--- src/include/knight_cmd_consts.svh ---
`ifndef KNIGHT_CMD_CONSTS_SVH
`define KNIGHT_CMD_CONSTS_SVH

////////////////////////////////////////////////////////////////////////////
// Datapath widths
////////////////////////////////////////////////////////////////////////////
`define KC_HEAD_W 12  // Gyro heading and PID error width.
`define KC_FRWRD_W 10  // Forward speed register width.
`define KC_SQ_W 4  // Square count field width.

////////////////////////////////////////////////////////////////////////////
// Forward speed ramp steps, applied once per heading_rdy
////////////////////////////////////////////////////////////////////////////
`define KC_INC_FAST 10'h020  // Ramp up step, fast simulation.
`define KC_INC_SLOW 10'h003  // Ramp up step, real robot.
`define KC_DEC_FAST 10'h040  // Ramp down step, fast simulation.
`define KC_DEC_SLOW 10'h006  // Ramp down step, real robot.

////////////////////////////////////////////////////////////////////////////
// IR nudge terms added into the heading error
////////////////////////////////////////////////////////////////////////////
`define KC_NUDGE_POS_FAST 12'h1FF  // Left IR hit, fast simulation.
`define KC_NUDGE_NEG_FAST 12'hE00  // Right IR hit, fast simulation.
`define KC_NUDGE_POS_SLOW 12'h05F  // Left IR hit, real robot.
`define KC_NUDGE_NEG_SLOW 12'hFA1  // Right IR hit, real robot.

// Motion may start once |error| drops below this.
`define KC_ALIGN_THRESH 12'h02C

`endif

--- src/hw/knight_cmd_pkg.sv ---
`default_nettype none

`include "knight_cmd_consts.svh"

package knight_cmd_pkg;

  // Opcodes in cmd[15:12].
  typedef enum logic [3:0] {
    CAL     = 4'h2,  // Gyro calibration.
    MOV     = 4'h4,  // Plain move.
    FANFARE = 4'h5,  // Move with the charge tune.
    TOUR    = 4'h6   // Hand off to the tour logic.
  } op_t;

  // Command processor FSM states.
  typedef enum logic [2:0] {
    IDLE,       // Waiting for cmd_rdy.
    CALIBRATE,  // Waiting for cal_done.
    MOVE,       // Turning toward the desired heading.
    INCR,       // Ramping up and counting squares.
    DECR        // Ramping down to a stop.
  } state_t;

  // Bluetooth command word.
  typedef struct packed {
    op_t                  op;       // Opcode.
    logic [7:0]           head;     // Heading field, upper bits of desired heading.
    logic [`KC_SQ_W-1:0]  squares;  // Squares to travel.
  } cmd_t;

  // IR sensor group.
  typedef struct packed {
    logic lft;   // Left line sensor.
    logic cntr;  // Centre line sensor, pulses per line crossed.
    logic rght;  // Right line sensor.
  } ir_t;

  // Forward speed ramp control from the FSM.
  typedef struct packed {
    logic clr;  // Zero the speed at once.
    logic inc;  // Ramp up on heading_rdy.
    logic dec;  // Ramp down on heading_rdy.
  } speed_ctrl_t;

endpackage

`default_nettype wire

--- src/hw/heading_err.sv ---
`default_nettype none
`timescale 1ns/100ps

`include "knight_cmd_consts.svh"

module heading_err #(
  parameter bit fast_sim = 1  // Larger nudge for short simulations.
) (
  input  logic                         clk,
  input  logic                         rst_n,
  input  knight_cmd_pkg::cmd_t         cmd,       // Command, sampled on cmd_load.
  input  logic                         cmd_load,  // Command accepted strobe.
  input  logic signed [`KC_HEAD_W-1:0] heading,   // Gyro heading.
  input  knight_cmd_pkg::ir_t          ir,        // Side IR sensors.
  output logic signed [`KC_HEAD_W-1:0] error,     // Error to the PID.
  output logic                         aligned    // Close enough to start moving.
);

  // Nudge terms for the chosen mode.
  localparam logic [`KC_HEAD_W-1:0] nudge_pos =
    fast_sim ? `KC_NUDGE_POS_FAST : `KC_NUDGE_POS_SLOW;
  localparam logic [`KC_HEAD_W-1:0] nudge_neg =
    fast_sim ? `KC_NUDGE_NEG_FAST : `KC_NUDGE_NEG_SLOW;

  logic signed [`KC_HEAD_W-1:0] desired_heading;  // Target heading of the current move.
  logic signed [`KC_HEAD_W-1:0] nudge;            // IR correction term.
  logic        [`KC_HEAD_W-1:0] error_abs;        // Magnitude of error.

  ////////////////////////////////////////////////////////////////////////////
  // Desired heading
  ////////////////////////////////////////////////////////////////////////////
  always_ff @(posedge clk or negedge rst_n) begin
    if (!rst_n) begin
      desired_heading <= '0;  // Face north out of reset.
    end else if (cmd_load) begin
      if (cmd.head == 8'h00) begin
        desired_heading <= '0;  // North is exactly zero.
      end else begin
        desired_heading <= {cmd.head, 4'hF};  // Pad into the middle of the step.
      end
    end
  end

  ////////////////////////////////////////////////////////////////////////////
  // Error and alignment
  ////////////////////////////////////////////////////////////////////////////
  // Left sensor wins if both see the line.
  always_comb begin
    if (ir.lft) begin
      nudge = nudge_pos;  // Drifted left, steer right.
    end else if (ir.rght) begin
      nudge = nudge_neg;  // Drifted right, steer left.
    end else begin
      nudge = '0;
    end
  end

  assign error = heading - desired_heading + nudge;  // Wraps modulo 4096.

  assign error_abs = error[`KC_HEAD_W-1] ? -error : error;  // Two's complement magnitude.

  assign aligned = (error_abs < `KC_ALIGN_THRESH);  // Heading is close enough.

endmodule

`default_nettype wire

--- src/hw/move_progress.sv ---
`default_nettype none
`timescale 1ns/100ps

`include "knight_cmd_consts.svh"

module move_progress #(
  parameter bit fast_sim = 1  // Coarse ramp steps for short simulations.
) (
  input  logic                          clk,
  input  logic                          rst_n,
  input  knight_cmd_pkg::cmd_t          cmd,          // Command, sampled on cmd_load.
  input  logic                          cmd_load,     // Command accepted strobe.
  input  knight_cmd_pkg::speed_ctrl_t   speed,        // Ramp control from the FSM.
  input  logic                          heading_rdy,  // New gyro sample, paces the ramp.
  input  logic                          cntr_ir,      // Centre IR line sensor.
  output logic [`KC_FRWRD_W-1:0]        frwrd,        // Forward speed.
  output logic                          zero,         // Speed is zero.
  output logic                          move_done     // All squares counted.
);

  localparam logic [`KC_FRWRD_W-1:0] inc_step =
    fast_sim ? `KC_INC_FAST : `KC_INC_SLOW;
  localparam logic [`KC_FRWRD_W-1:0] dec_step =
    fast_sim ? `KC_DEC_FAST : `KC_DEC_SLOW;

  logic                 max_spd;      // Top two speed bits set.
  logic                 cntr_prev;    // Centre IR, one cycle late.
  logic                 cntr_rise;    // Line crossing started.
  logic [`KC_SQ_W:0]    pulse_cnt;    // Line edges since the command, two per square.
  logic [`KC_SQ_W-1:0]  square_cnt;   // Squares asked for.

  ////////////////////////////////////////////////////////////////////////////
  // Forward speed ramp
  ////////////////////////////////////////////////////////////////////////////
  assign zero    = (frwrd == '0);
  assign max_spd = &frwrd[`KC_FRWRD_W-1 -: 2];  // Saturation level.

  always_ff @(posedge clk or negedge rst_n) begin
    if (!rst_n) begin
      frwrd <= '0;
    end else if (speed.clr) begin
      frwrd <= '0;  // Start each move from standstill.
    end else if (heading_rdy) begin
      if (speed.inc && !max_spd) begin
        frwrd <= frwrd + inc_step;  // Ramp up.
      end else if (speed.dec && !zero) begin
        frwrd <= frwrd - dec_step;  // Ramp down.
      end
    end
  end

  ////////////////////////////////////////////////////////////////////////////
  // Square counting
  ////////////////////////////////////////////////////////////////////////////
  always_ff @(posedge clk or negedge rst_n) begin
    if (!rst_n) begin
      cntr_prev <= 1'b0;
    end else begin
      cntr_prev <= cntr_ir;  // Edge detect history.
    end
  end

  assign cntr_rise = cntr_ir & ~cntr_prev;

  always_ff @(posedge clk or negedge rst_n) begin
    if (!rst_n) begin
      pulse_cnt <= '0;
    end else if (cmd_load) begin
      pulse_cnt <= '0;  // Fresh count per command.
    end else if (cntr_rise) begin
      pulse_cnt <= pulse_cnt + 1'b1;
    end
  end

  always_ff @(posedge clk) begin
    if (cmd_load) begin
      square_cnt <= cmd.squares;  // Held for the whole move.
    end
  end

  // Each square has two line edges under the centre sensor.
  assign move_done = (pulse_cnt == {square_cnt, 1'b0});

endmodule

`default_nettype wire

--- src/hw/cmd_sequencer.sv ---
`default_nettype none
`timescale 1ns/100ps

module cmd_sequencer (
  input  logic                         clk,
  input  logic                         rst_n,
  input  logic                         cmd_rdy,      // Command waiting.
  input  knight_cmd_pkg::op_t          op,           // Opcode of the waiting command.
  input  logic                         cal_done,     // Gyro calibration finished.
  input  logic                         aligned,      // Heading error is small.
  input  logic                         move_done,    // All squares counted.
  input  logic                         zero,         // Forward speed is zero.
  output logic                         clr_cmd_rdy,  // Command consumed.
  output logic                         cmd_load,     // Capture the command.
  output logic                         strt_cal,     // Kick off gyro calibration.
  output logic                         send_resp,    // Command finished.
  output logic                         tour_go,      // Start the tour logic.
  output logic                         fanfare_go,   // Play the charge tune.
  output logic                         moving,       // Robot is driving.
  output knight_cmd_pkg::speed_ctrl_t  speed         // Ramp control.
);

  import knight_cmd_pkg::*;

  state_t state;      // Current state.
  state_t nxt_state;  // Next state.
  op_t    op_q;       // Opcode of the command in progress.

  ////////////////////////////////////////////////////////////////////////////
  // State and opcode registers
  ////////////////////////////////////////////////////////////////////////////
  always_ff @(posedge clk or negedge rst_n) begin
    if (!rst_n) begin
      state <= IDLE;
    end else begin
      state <= nxt_state;
    end
  end

  // The command word may change once clr_cmd_rdy is seen.
  always_ff @(posedge clk) begin
    if (cmd_load) begin
      op_q <= op;
    end
  end

  ////////////////////////////////////////////////////////////////////////////
  // Next state and outputs
  ////////////////////////////////////////////////////////////////////////////
  always_comb begin
    nxt_state   = state;  // Hold by default.
    clr_cmd_rdy = 1'b0;
    cmd_load    = 1'b0;
    strt_cal    = 1'b0;
    send_resp   = 1'b0;
    tour_go     = 1'b0;
    fanfare_go  = 1'b0;
    moving      = 1'b0;
    speed       = '0;

    unique case (state)
      IDLE: begin
        if (cmd_rdy) begin
          clr_cmd_rdy = 1'b1;  // Every opcode is consumed.
          cmd_load    = 1'b1;  // Heading and squares load now.
          case (op)
            TOUR: begin
              tour_go = 1'b1;  // Tour logic takes over, no response.
            end
            CAL: begin
              strt_cal  = 1'b1;
              nxt_state = CALIBRATE;
            end
            MOV, FANFARE: begin
              nxt_state = MOVE;  // Turn first.
            end
            default: begin
              nxt_state = IDLE;  // Unknown opcode is dropped.
            end
          endcase
        end
      end

      CALIBRATE: begin
        if (cal_done) begin
          send_resp = 1'b1;  // Gyro ready.
          nxt_state = IDLE;
        end
      end

      MOVE: begin
        if (aligned) begin
          speed.clr = 1'b1;  // Ramp from zero.
          moving    = 1'b1;
          nxt_state = INCR;
        end
      end

      INCR: begin
        speed.inc = 1'b1;
        moving    = 1'b1;
        if (move_done) begin
          fanfare_go = (op_q == FANFARE);  // Tune starts as braking begins.
          nxt_state  = DECR;
        end
      end

      DECR: begin
        speed.dec = 1'b1;
        if (zero) begin
          send_resp = 1'b1;  // Stopped on the target square.
          nxt_state = IDLE;
        end else begin
          moving = 1'b1;  // Still rolling.
        end
      end

      default: begin
        nxt_state = IDLE;  // Recover from an unused encoding.
      end
    endcase
  end

endmodule

`default_nettype wire

--- src/hw/cmd_proc.sv ---
`default_nettype none
`timescale 1ns/100ps

`include "knight_cmd_consts.svh"

module cmd_proc #(
  parameter bit fast_sim = 1  // Coarse steps for short simulations.
) (
  input  logic                          clk,
  input  logic                          rst_n,
  input  knight_cmd_pkg::cmd_t          cmd,          // Command from Bluetooth.
  input  logic                          cmd_rdy,      // Command waiting.
  input  logic                          cal_done,     // Gyro calibration finished.
  input  logic signed [`KC_HEAD_W-1:0]  heading,      // Gyro heading.
  input  logic                          heading_rdy,  // New gyro sample.
  input  knight_cmd_pkg::ir_t           ir,           // IR sensors.
  output logic                          clr_cmd_rdy,  // Command consumed.
  output logic                          send_resp,    // Command finished.
  output logic                          strt_cal,     // Start gyro calibration.
  output logic                          tour_go,      // Start the tour.
  output logic                          fanfare_go,   // Play the charge tune.
  output logic                          moving,       // Robot is driving.
  output logic signed [`KC_HEAD_W-1:0]  error,        // Error to the PID.
  output logic [`KC_FRWRD_W-1:0]        frwrd         // Forward speed.
);

  import knight_cmd_pkg::*;

  logic        cmd_load;   // Command accepted.
  logic        aligned;    // Heading close enough.
  logic        move_done;  // Squares all counted.
  logic        zero;       // Speed at zero.
  speed_ctrl_t speed;      // Ramp control.

  heading_err #(
    .fast_sim (fast_sim)
  ) heading_err_inst (
    .clk      (clk),
    .rst_n    (rst_n),
    .cmd      (cmd),
    .cmd_load (cmd_load),
    .heading  (heading),
    .ir       (ir),
    .error    (error),
    .aligned  (aligned)
  );

  move_progress #(
    .fast_sim (fast_sim)
  ) move_progress_inst (
    .clk         (clk),
    .rst_n       (rst_n),
    .cmd         (cmd),
    .cmd_load    (cmd_load),
    .speed       (speed),
    .heading_rdy (heading_rdy),
    .cntr_ir     (ir.cntr),
    .frwrd       (frwrd),
    .zero        (zero),
    .move_done   (move_done)
  );

  cmd_sequencer cmd_sequencer_inst (
    .clk         (clk),
    .rst_n       (rst_n),
    .cmd_rdy     (cmd_rdy),
    .op          (cmd.op),
    .cal_done    (cal_done),
    .aligned     (aligned),
    .move_done   (move_done),
    .zero        (zero),
    .clr_cmd_rdy (clr_cmd_rdy),
    .cmd_load    (cmd_load),
    .strt_cal    (strt_cal),
    .send_resp   (send_resp),
    .tour_go     (tour_go),
    .fanfare_go  (fanfare_go),
    .moving      (moving),
    .speed       (speed)
  );

endmodule

`default_nettype wire

--- config.mk ---
export PLATFORM = sky130hd
export DESIGN_NAME = cmd_proc
export DESIGN_NICKNAME = d
export VERILOG_FILES = /design/src/hw/knight_cmd_pkg.sv /design/src/hw/heading_err.sv /design/src/hw/move_progress.sv /design/src/hw/cmd_sequencer.sv /design/src/hw/cmd_proc.sv
export VERILOG_INCLUDE_DIRS = /design/src /design/src/include
export SDC_FILE = /design/constraint.sdc
export NUM_CORES = 1
export LEC_CHECK = 0
export ABC_AREA = 1
export CAP_MARGIN = 20
export CORE_MARGIN = 2
export CORE_UTILIZATION = 42
export CTS_CLUSTER_SIZE = 10
export DETAILED_ROUTE_END_ITERATION = 16
export DONT_BUFFER_PORTS = 1
export SYNTH_ARGS = -nofsm -noshare
export SYNTH_HDL_FRONTEND = slang
export SYNTH_SLANG_ARGS = --single-unit
--- constraint.sdc ---
create_clock -name clk -period 6.1 [get_ports clk]
set_clock_uncertainty 0.05 [all_clocks]
set_input_delay 0.305 -clock clk [delete_from_list [all_inputs] [get_ports clk]]
set_output_delay 0.305 -clock clk [all_outputs]
set_load 0.01 [all_outputs]
Yosys cells after proc, flatten, opt, wreduce, memory -nomap -nowiden:

Cells that the tools add are included.

* register bits after elaboration: 39
* bits of input ports: 36
* output and inout port bits: 28
* logic and storage cells: 82

* $add $sub $neg: 6
* magnitude comparators: 1
* equal/unequal tests: 16
* muxes and demuxes: 36
* bitwise gates (word level): 2
* reduce and logical (&&, ||, !) cells: 14

Operator list (count)
* $mux W12: 4
* $mux W10: 4
* $mux W1: 17
* $eq A4 B3 Y1 const B: 4
* $mux W3: 5
* $pmux W3 S5: 1
* $add A12 B12 Y12: 1
* $lt A12 B6 Y1 const B: 1
* $neg A12 Y12: 1
* $sub A12 B12 Y12: 1
* $add A10 B6 Y10 const B: 1
* $logic_not A10 Y1: 1
* $mux W5: 2
* $ne A2 B2 Y1 const B: 5
* $sub A10 B7 Y10 const B: 1
* $pmux W3 S3: 1
* $logic_not A8 Y1: 1
* $eq A3 B2 Y1 const B: 2
* $reduce_and A6 Y1: 1
* $add A5 B1 Y5 const B: 1
* $eq A5 B5 Y1: 1
* $eq A4 B2 Y1 const B: 1
* $reduce_and A2 Y1: 2
* $reduce_bool A2 Y1: 2
* other kinds (12): 14

Longest topological paths before layout:

Gate-level depths: netlist of run 1.

* depth after elaboration: 10
* gate-level depth with buffers: 24

Hierarchy:

Synthesis of run 1 repeated with hierarchy kept, for this count alone.

* cell total of the unflattened synthesis: 457
* area, all modules: 3134.3 sq um

Modules (own cells, without submodules)
* heading_err: times used 1, cells each 276, area an instance 1729.2 sq um, sequential area each 225.2 sq um
* move_progress: times used 1, cells each 118, area an instance 950.9 sq um, sequential area each 395.4 sq um
* cmd_sequencer: times used 1, cells each 63, area an instance 454.2 sq um, sequential area each 195.2 sq um

Worst setup path before layout of run 1:

OpenSTA, ideal clock, no wires.

* kind: input -> output
* start: input port ir[2] (netlist bit)
* end: output port moving
* arrival time: 3.197 ns
* required time: 5.745 ns
* slack: 2.548 ns
* stages on the path: 17
* cells stage by stage: inv_1 -> ha_1 -> inv_1 -> ha_1 -> fa_1 -> or2_1 -> a21oi_2 -> nand3_1 -> nor2_2 -> nand3_2 -> nand2_1 -> nand2_1 -> nand2_1 -> nand2_1 -> nor3_2 -> nand2_2 -> o211ai_1

* word-level cells in the longest chain between the ends: 7

Ends and longest elaborated chain
* start, declared: line cmd_proc.sv:16 `input knight_cmd_pkg::ir_t ir,`
* $mux W12 *: line heading_err.sv:49 `if (ir.lft) begin`
* $add A12 B12 Y12 *: line heading_err.sv:58 `assign error = heading - desired_heading + nudge;`
* named net error[1]: line cmd_proc.sv:23 `` output logic signed [`KC_HEAD_W-1:0] error, ``
* $neg A12 Y12: line heading_err.sv:60 `` assign error_abs = error[`KC_HEAD_W-1] ? -error : error; ``
* $mux W12 *: line heading_err.sv:60
* $lt A12 B6 Y1 (no source line) *
* $mux W1 *: line cmd_sequencer.sv:92 `if (aligned) begin`
* $pmux W1 S3 *: line cmd_sequencer.sv:61 `unique case (state)`
* end, declared: line cmd_proc.sv:22 `output logic moving,`

Mark *: on every way through the listed nets, which the timed path passes. The rest lies on a longest branch.

Worst setup path in the final report of run 1:

* start: register heading_err_inst.desired_heading[3]
* end: output port moving

* word-level cells in the longest chain between the ends: 7

Ends and longest elaborated chain
* start, declared: line heading_err.sv:25 `` logic signed [`KC_HEAD_W-1:0] desired_heading; ``
* start signal, assigned: line heading_err.sv:39 `desired_heading <= {cmd.head, 4'hF};`
* $sub A12 B12 Y12 *: line heading_err.sv:58
* $add A12 B12 Y12 *: line heading_err.sv:58
* $neg A12 Y12: line heading_err.sv:60
* $mux W12 *: line heading_err.sv:60
* $lt A12 B6 Y1 (no source line) *
* $mux W1 *: line cmd_sequencer.sv:92
* $pmux W1 S3 *: line cmd_sequencer.sv:61

Mark *: on every way between the ends. The rest lies on a longest branch, timed or not.

==> run metrics, run 1 <==
hpwl dp=5452 um; measured slew at the worst slew-check pin=544.2 ps; Starting Density=43.36%; clock root buffer=clkbuf_8; GRT Overall Usage=17.88%; Port Buffers=0; iteration-0 DRC count of the detailed router=96; H-Tree Depth=2; post-CTS repair timing setup buffer count=0; endpoints failing setup=0; setup TNS=0 ps; peak supply drop=318.5 uV; Overflow after GRT=0; RSZ-0062 raised after global routing=false; max_cap viols=0; critical path class=register to output pin; routed wire length=6717 um; share of cells above drive strength 1=7.563%; crit path launch type=register; pwr/cell area=513.0 nW/um2; Via density=4.892; Peak Freq=252.7 MHz; share of the synthesized area in the top cell type=18.40%; FP Rows=31; clock latency at the later pin of the worst-skew pair=270 ps; slowest stage delay, CP=500 ps; Yosys top cell by area=dfrtp_1; vias in the first global route=2,742; Die Width=90.30 um; Crit path required time=5740 ps; Seq/Total Area, Yosys=26.08%; clock sinks=31; period utilization=64.87%; via count=2,813; io pins=64; first drt pass iteration count=7; Core Region=7214 um2; cell mode on critical path=nand2_1; drt drc=0; max_slew headroom=63.68%; pin count of the biggest net entering global routing=24; worst path cell trace=ha_1 > inv_1 > ha_1 > fa_1 > or2_1 > a21oi_2 > nand3_1 > nor2_2 > nand3_2 > nand2_1 > nand2_1 > nand2_1 > nand2_1 > nor3_2 > nand2_2 > o211ai_1; final hold violations=0; TritonCTS clock tree=yes; TritonCTS buffer count=5; GP Congestion=0.8524; initial antenna violation count=0; synthesized flop and latch total=31; syn_area_per_cell=6.698 um2; ys async rst share=74.19%; Fin Hold WS=73.85 ps; CTS resizes=0; Pleak=1.844 nW; Mapped Cells=467; most frequent cells in the layout=nand2_1 (144), inv_1 (98), nand3_1 (45); number of synthesis warnings=0; EDFF count, synth=8; Finished Core Util=46.43%; Syn-to-layout area delta=7.080%; status=finished clean; Worst Hold Class=primary input to register; Worst Path Arrival=3600 ps; ys flop type=dfrtp_1; Synth cell types=38; Die H=90.30 um; Mapped Area=3128 um2; slowest stage cell, crit path=fa_1; Tmin final=3957 ps; WL per Instance=11.68 um; top cells by area, synth=dfrtp_1 (18%), nand2_1 (17%), inv_1 (12%), edfxtp_1 (7.7%), nand3_1 (7.2%); Ant. Diodes=0; commonest non-fill, non-tap cell in the layout=nand2_1; number of nets with antenna violations after routing=0; die area=8154 um2; Max clock buf depth=2; CP Capture Type=output pin; first-pass GRT wire length=12,230 um; Final #Nets=539; Slew Limit Fails=0; CTS clk-pin slew, worst paths=60 ps; crit path max fanout=5
## power breakdown
group / total, W / switching, W / internal (W)
Combinational: 0.00120 / 0.000807 / 0.000391
Clock: 0.000163 / 0.0000722 / 0.0000909
Sequential: 0.000357 / 0.0000743 / 0.000283
Total: 0.00172 / 0.000953 / 0.000765
## synth_stat cells (2+ instances only)
| library cell | n |
|---|---|
| nand2_2 | 9 |
| nor4_1 | 4 |
| edfxtp_1 | 8 |
| buf_4 | 5 |
| o21ai_0 | 9 |
| nand3_1 | 45 |
| nand4_1 | 4 |
| ha_1 | 17 |
| inv_1 | 98 |
| a211oi_1 | 3 |
| nand2_4 | 2 |
| fa_1 | 11 |
| nand2_1 | 144 |
| a21oi_1 | 15 |
| nand3_2 | 5 |
| nor2_1 | 30 |
| nor2_2 | 4 |
| nor3_1 | 5 |
| nand3_4 | 2 |
| xor2_1 | 5 |
| a21oi_2 | 2 |
| dfrtp_1 | 23 |
| o22ai_1 | 2 |
## final cells by class
| type | count | area, um2 |
|---|---|---|
| clock inverters | 1 | 5.005 |
| flip-flops and latches | 31 | 815.8 |
| fillers | 777 | 3865 |
| clock buffers | 7 | 86.33 |
| multi-input cells | 334 | 1899 |
| inverters | 99 | 371.6 |
| well taps | 99 | 123.9 |
| repair buffers | 4 | 47.55 |
## cells by family (layout without fill, tap and decap cells)
kind of cell    count (synthesis)  after routing  synth area share, %
other cells                     1              5               0.1199
buf+inv                       106            111                13.68
xor+xnor                        6              6                1.680
simple gates                  257            257                37.40
fa+ha+maj                      28             28                13.84
compound gates                 38             38                7.200
flops                          31             31                26.08
## state kept, by name, summed over array words and instances (netlist names)
name                              flops
heading_err_inst.desired_heading      9
move_progress_inst.frwrd              5
move_progress_inst.pulse_cnt          5
cmd_sequencer_inst.op_q               4
move_progress_inst.square_cnt         4
cmd_sequencer_inst.state              3
move_progress_inst.cntr_prev          1
## critical path: cells and delay by family, from the launching register on
kind                       cells  cell delay [ps]
buffers and inverters          1               60
and+or+nand+nor               10             1230
adders and majority gates      3             1060
DFF                            1              480
AOI/OAI and AO/OA              2              500
## path summary, 6_finish.rpt
kind                                                startpoint                                    to  slack [ps]  cells after the start
min in group asynchronous                                rst_n  heading_err_inst.desired_heading[10]         420                      2
max in group asynchronous                                rst_n   heading_err_inst.desired_heading[3]        5430                      2
max                        heading_err_inst.desired_heading[3]                                moving        2140                     16
min                                                    cmd[14]            cmd_sequencer_inst.op_q[2]          70                      0
min reg2reg                heading_err_inst.desired_heading[8]   heading_err_inst.desired_heading[8]         450                      2
max reg2reg                heading_err_inst.desired_heading[3]           cmd_sequencer_inst.state[1]        2680                     19
## metrics by stage
stage / total power [W] / area, um2 / worst slack [ps] / std cells
2_1_floorplan: 0.001356 / 3143 / 2548 / 471
5_1_grt: 0.001952 / 3349 / 1809 / 575
6_report: 0.001718 / 3349 / 2143 / 575
3_5_place_dp: 0.001558 / 3218 / 2158 / 564
3_3_place_gp: 0.001535 / 3218 / 2252 / 564
4_1_cts: 0.001739 / 3349 / 2113 / 575
## metal layers
layer / share of wire, % / vias to the layer above / wire [um] / track usage, %
met5: 0 / - / 0 / 0
met4: 1.1 / 0 / 73 / 4.231
met3: 6.3 / 7 / 423 / 4.257
met1: 43 / 1278 / 2881 / 21.15
li1: - / 1461 / - / -
met2: 50 / 67 / 3338 / 32.64
## what timing repair did
item	4_1_cts	5_1_grt
setup endpoints to repair	0	0
hold endpoints to repair	24	0
hold buffers	3	0
Note: power is estimated with default switching activity, not from simulation.
==> run 2, diff against run 1 <==
- clock period: 6.1 -> 4.1 ns (I/O delays scaled with it)
==> run metrics, run 2 (synthesized netlist as in run 1, its figures left out) <==
Finished Layout Cells=589 (was 575); pwr/cell area=736.1 nW/um2 (was 513.0 nW/um2); status=finished clean (unchanged); Fin Hold WS=42.45 ps (was 73.85 ps); Via density=4.745 (was 4.892); Slew Limit Fails=0 (unchanged); Starting Density=43.36% (unchanged); Max clock buf depth=2 (unchanged); setup TNS=0 ps (unchanged); Peak Freq=259.8 MHz; CP Capture Type=output pin (unchanged); most frequent cells in the layout=nand2_1 (144), inv_1 (98), nand3_1 (45) (unchanged); Die Width=90.30 um (unchanged); sequential group share of total power=20.7% (was 20.8%); Worst Path Arrival=3590 ps (was 3600 ps); Largest regs=heading_err_inst.desired_heading (9), move_progress_inst.frwrd (5), move_progress_inst.pulse_cnt (5) (unchanged); H-Tree Depth=2 (unchanged); vias in the first global route=2,776 (was 2,742); Die H=90.30 um (unchanged); share of cells above drive strength 1=8.367% (was 7.563%); Worst Hold Class=primary input to register (unchanged); Fillers=758 (was 777); hpwl dp=5473 um (was 5452 um); die area=8154 um2 (unchanged); measured slew at the worst slew-check pin=497.3 ps (was 544.2 ps); peak supply drop=393.2 uV (was 318.5 uV); max_slew headroom=66.54% (was 63.68%); Ant. Diodes=0 (unchanged); RSZ-0062 raised after global routing=false (unchanged); Finished Core Util=48.25% (was 46.43%); FP Rows=31 (unchanged); Port Buffers=0 (unchanged); first drt pass iteration count=5 (was 7); iteration-0 DRC count of the detailed router=87 (was 96); crit path launch type=register (unchanged); clock latency at the later pin of the worst-skew pair=280 ps (was 270 ps); TritonCTS buffer count=5 (unchanged); WL per Instance=11.30 um (was 11.68 um); Multi-input gate area=1904 um2 (was 1899 um2); GRT Overall Usage=17.85% (was 17.88%); pin count of the biggest net entering global routing=24 (unchanged); combinational fraction of design power=70.2% (was 69.7%); TritonCTS clock tree=yes (unchanged); Tmin final=3850 ps; Final #Nets=553 (was 539); crit path max fanout=5 (unchanged); Pleak=1.895 nW (was 1.844 nW); post-CTS repair timing setup buffer count=0 (unchanged); initial antenna violation count=0 (unchanged); sw frac=55.88% (was 55.48%); CTS clk-pin slew, worst paths=70 ps (was 60 ps); io pins=64 (unchanged); period utilization=93.90%; Largest register FFs=9 (unchanged); dpl cells=565 (was 564); Crit path required time=3850 ps (was 5740 ps); sw power=0.001432 W (was 0.0009532 W); commonest non-fill, non-tap cell in the layout=nand2_1 (unchanged); clock sinks=31 (unchanged); first-pass GRT wire length=12,250 um (was 12,230 um); Largest Register=heading_err_inst.desired_heading (unchanged); clock power share=9.1% (was 9.5%); via count=2,795 (was 2,813); max_cap viols=0 (unchanged); final hold violations=0 (unchanged); Syn-to-layout area delta=11.28% (was 7.080%); critical path class=register to output pin (unchanged); PnR Total Power=0.002562 W (was 0.001718 W); area taken by flip-flops and latches=817.0 um2 (was 815.8 um2); clock root buffer=clkbuf_8 (unchanged); Core Region=7214 um2 (unchanged); drt drc=0 (unchanged); endpoints failing setup=0 (unchanged); routed wire length=6656 um (was 6717 um); number of nets with antenna violations after routing=0 (unchanged); Overflow after GRT=0 (unchanged); GP Congestion=0.8491 (was 0.8524); Int Power=0.001130 W (was 0.0007649 W)
run 2: cell types whose count changed in the layout (fill, tap and decap cells not counted):
cell	change
or2_1	-1
clkbuf_1	-1
dlygate4sd3_1	+13
buf_6	+1
dfrtp_1	-1
clkbuf_8	-1
ha_1	-1
inv_4	+1
buf_4	+1
clkinvlp_4	+1
ha_2	+1
dfrtp_2	+1
or2_4	+1
buf_12	-1
run 2: repair_timing:
item | in CTS | in global routing
endpoints found under the setup margin | 0 | 1
resized for setup | 0 | 3
endpoints found under the hold margin | 37 | 0
hold buffers | 15 | 0
run 2: metal layers:
metal  global-route usage [%]  routed length, um
met4                    4.872                 57
met1                    21.50               2900
met5                        0                  0
met3                    4.257                408
met2                    31.83               3289
run 2: worst paths after layout:
path / cells after the start / end / start / slack (ps)
setup / recovery: 15 / moving / heading_err_inst.desired_heading[3] / 250
hold / removal: 2 / move_progress_inst.frwrd[9] / heading_rdy / 40
setup reg to reg: 18 / cmd_sequencer_inst.state[1] / heading_err_inst.desired_heading[3] / 720
hold reg to reg: 2 / heading_err_inst.desired_heading[8] / heading_err_inst.desired_heading[8] / 450
max in group asynchronous: 2 / heading_err_inst.desired_heading[3] / rst_n / 3310
min in group asynchronous: 1 / cmd_sequencer_inst.state[2] / rst_n / 220
run 2: final cells by class:
class / instances / area share, %
Sequential cell: 31 / 23.47
Clock inverter: 3 / 0.5392
Clock buffer: 5 / 1.977
Multi-Input combinational cell: 334 / 54.71
Inverter: 99 / 10.68
Tap cell: 99 / 3.559
Timing Repair Buffer: 18 / 5.068
run 2: worst max-delay path, stage by stage (launching register included):
cell	delay, ps
dfrtp_2	470
fa_1	490
inv_1	70
fa_1	530
or2_4	290
a21oi_2	180
nand3_1	140
nor2_2	180
nand3_2	110
nand2_1	110
nand2_1	60
nand2_1	50
nand2_1	50
nor3_2	120
nand2_2	120
o211ai_1	330
run 2: power by group through the flow:
stage | Clock, W | Sequential (W) | Combinational, W
finish | 0.000233 | 0.000529 | 0.00180
global route | 0.000256 | 0.000546 | 0.00211
CTS | 0.000242 | 0.000530 | 0.00181
detailed placement | 0 | 0.000536 | 0.00179
global placement | 0 | 0.000536 | 0.00176
floorplan | 0 | 0.000507 | 0.00151
run 2: through the flow:
stage          setup slack [ps]  area [um2]
2_1_floorplan             748.2        3143
4_1_cts                   206.4        3463
3_3_place_gp              550.4        3226
3_5_place_dp              494.4        3226
6_report                  250.3        3481
5_1_grt                   4.768        3481
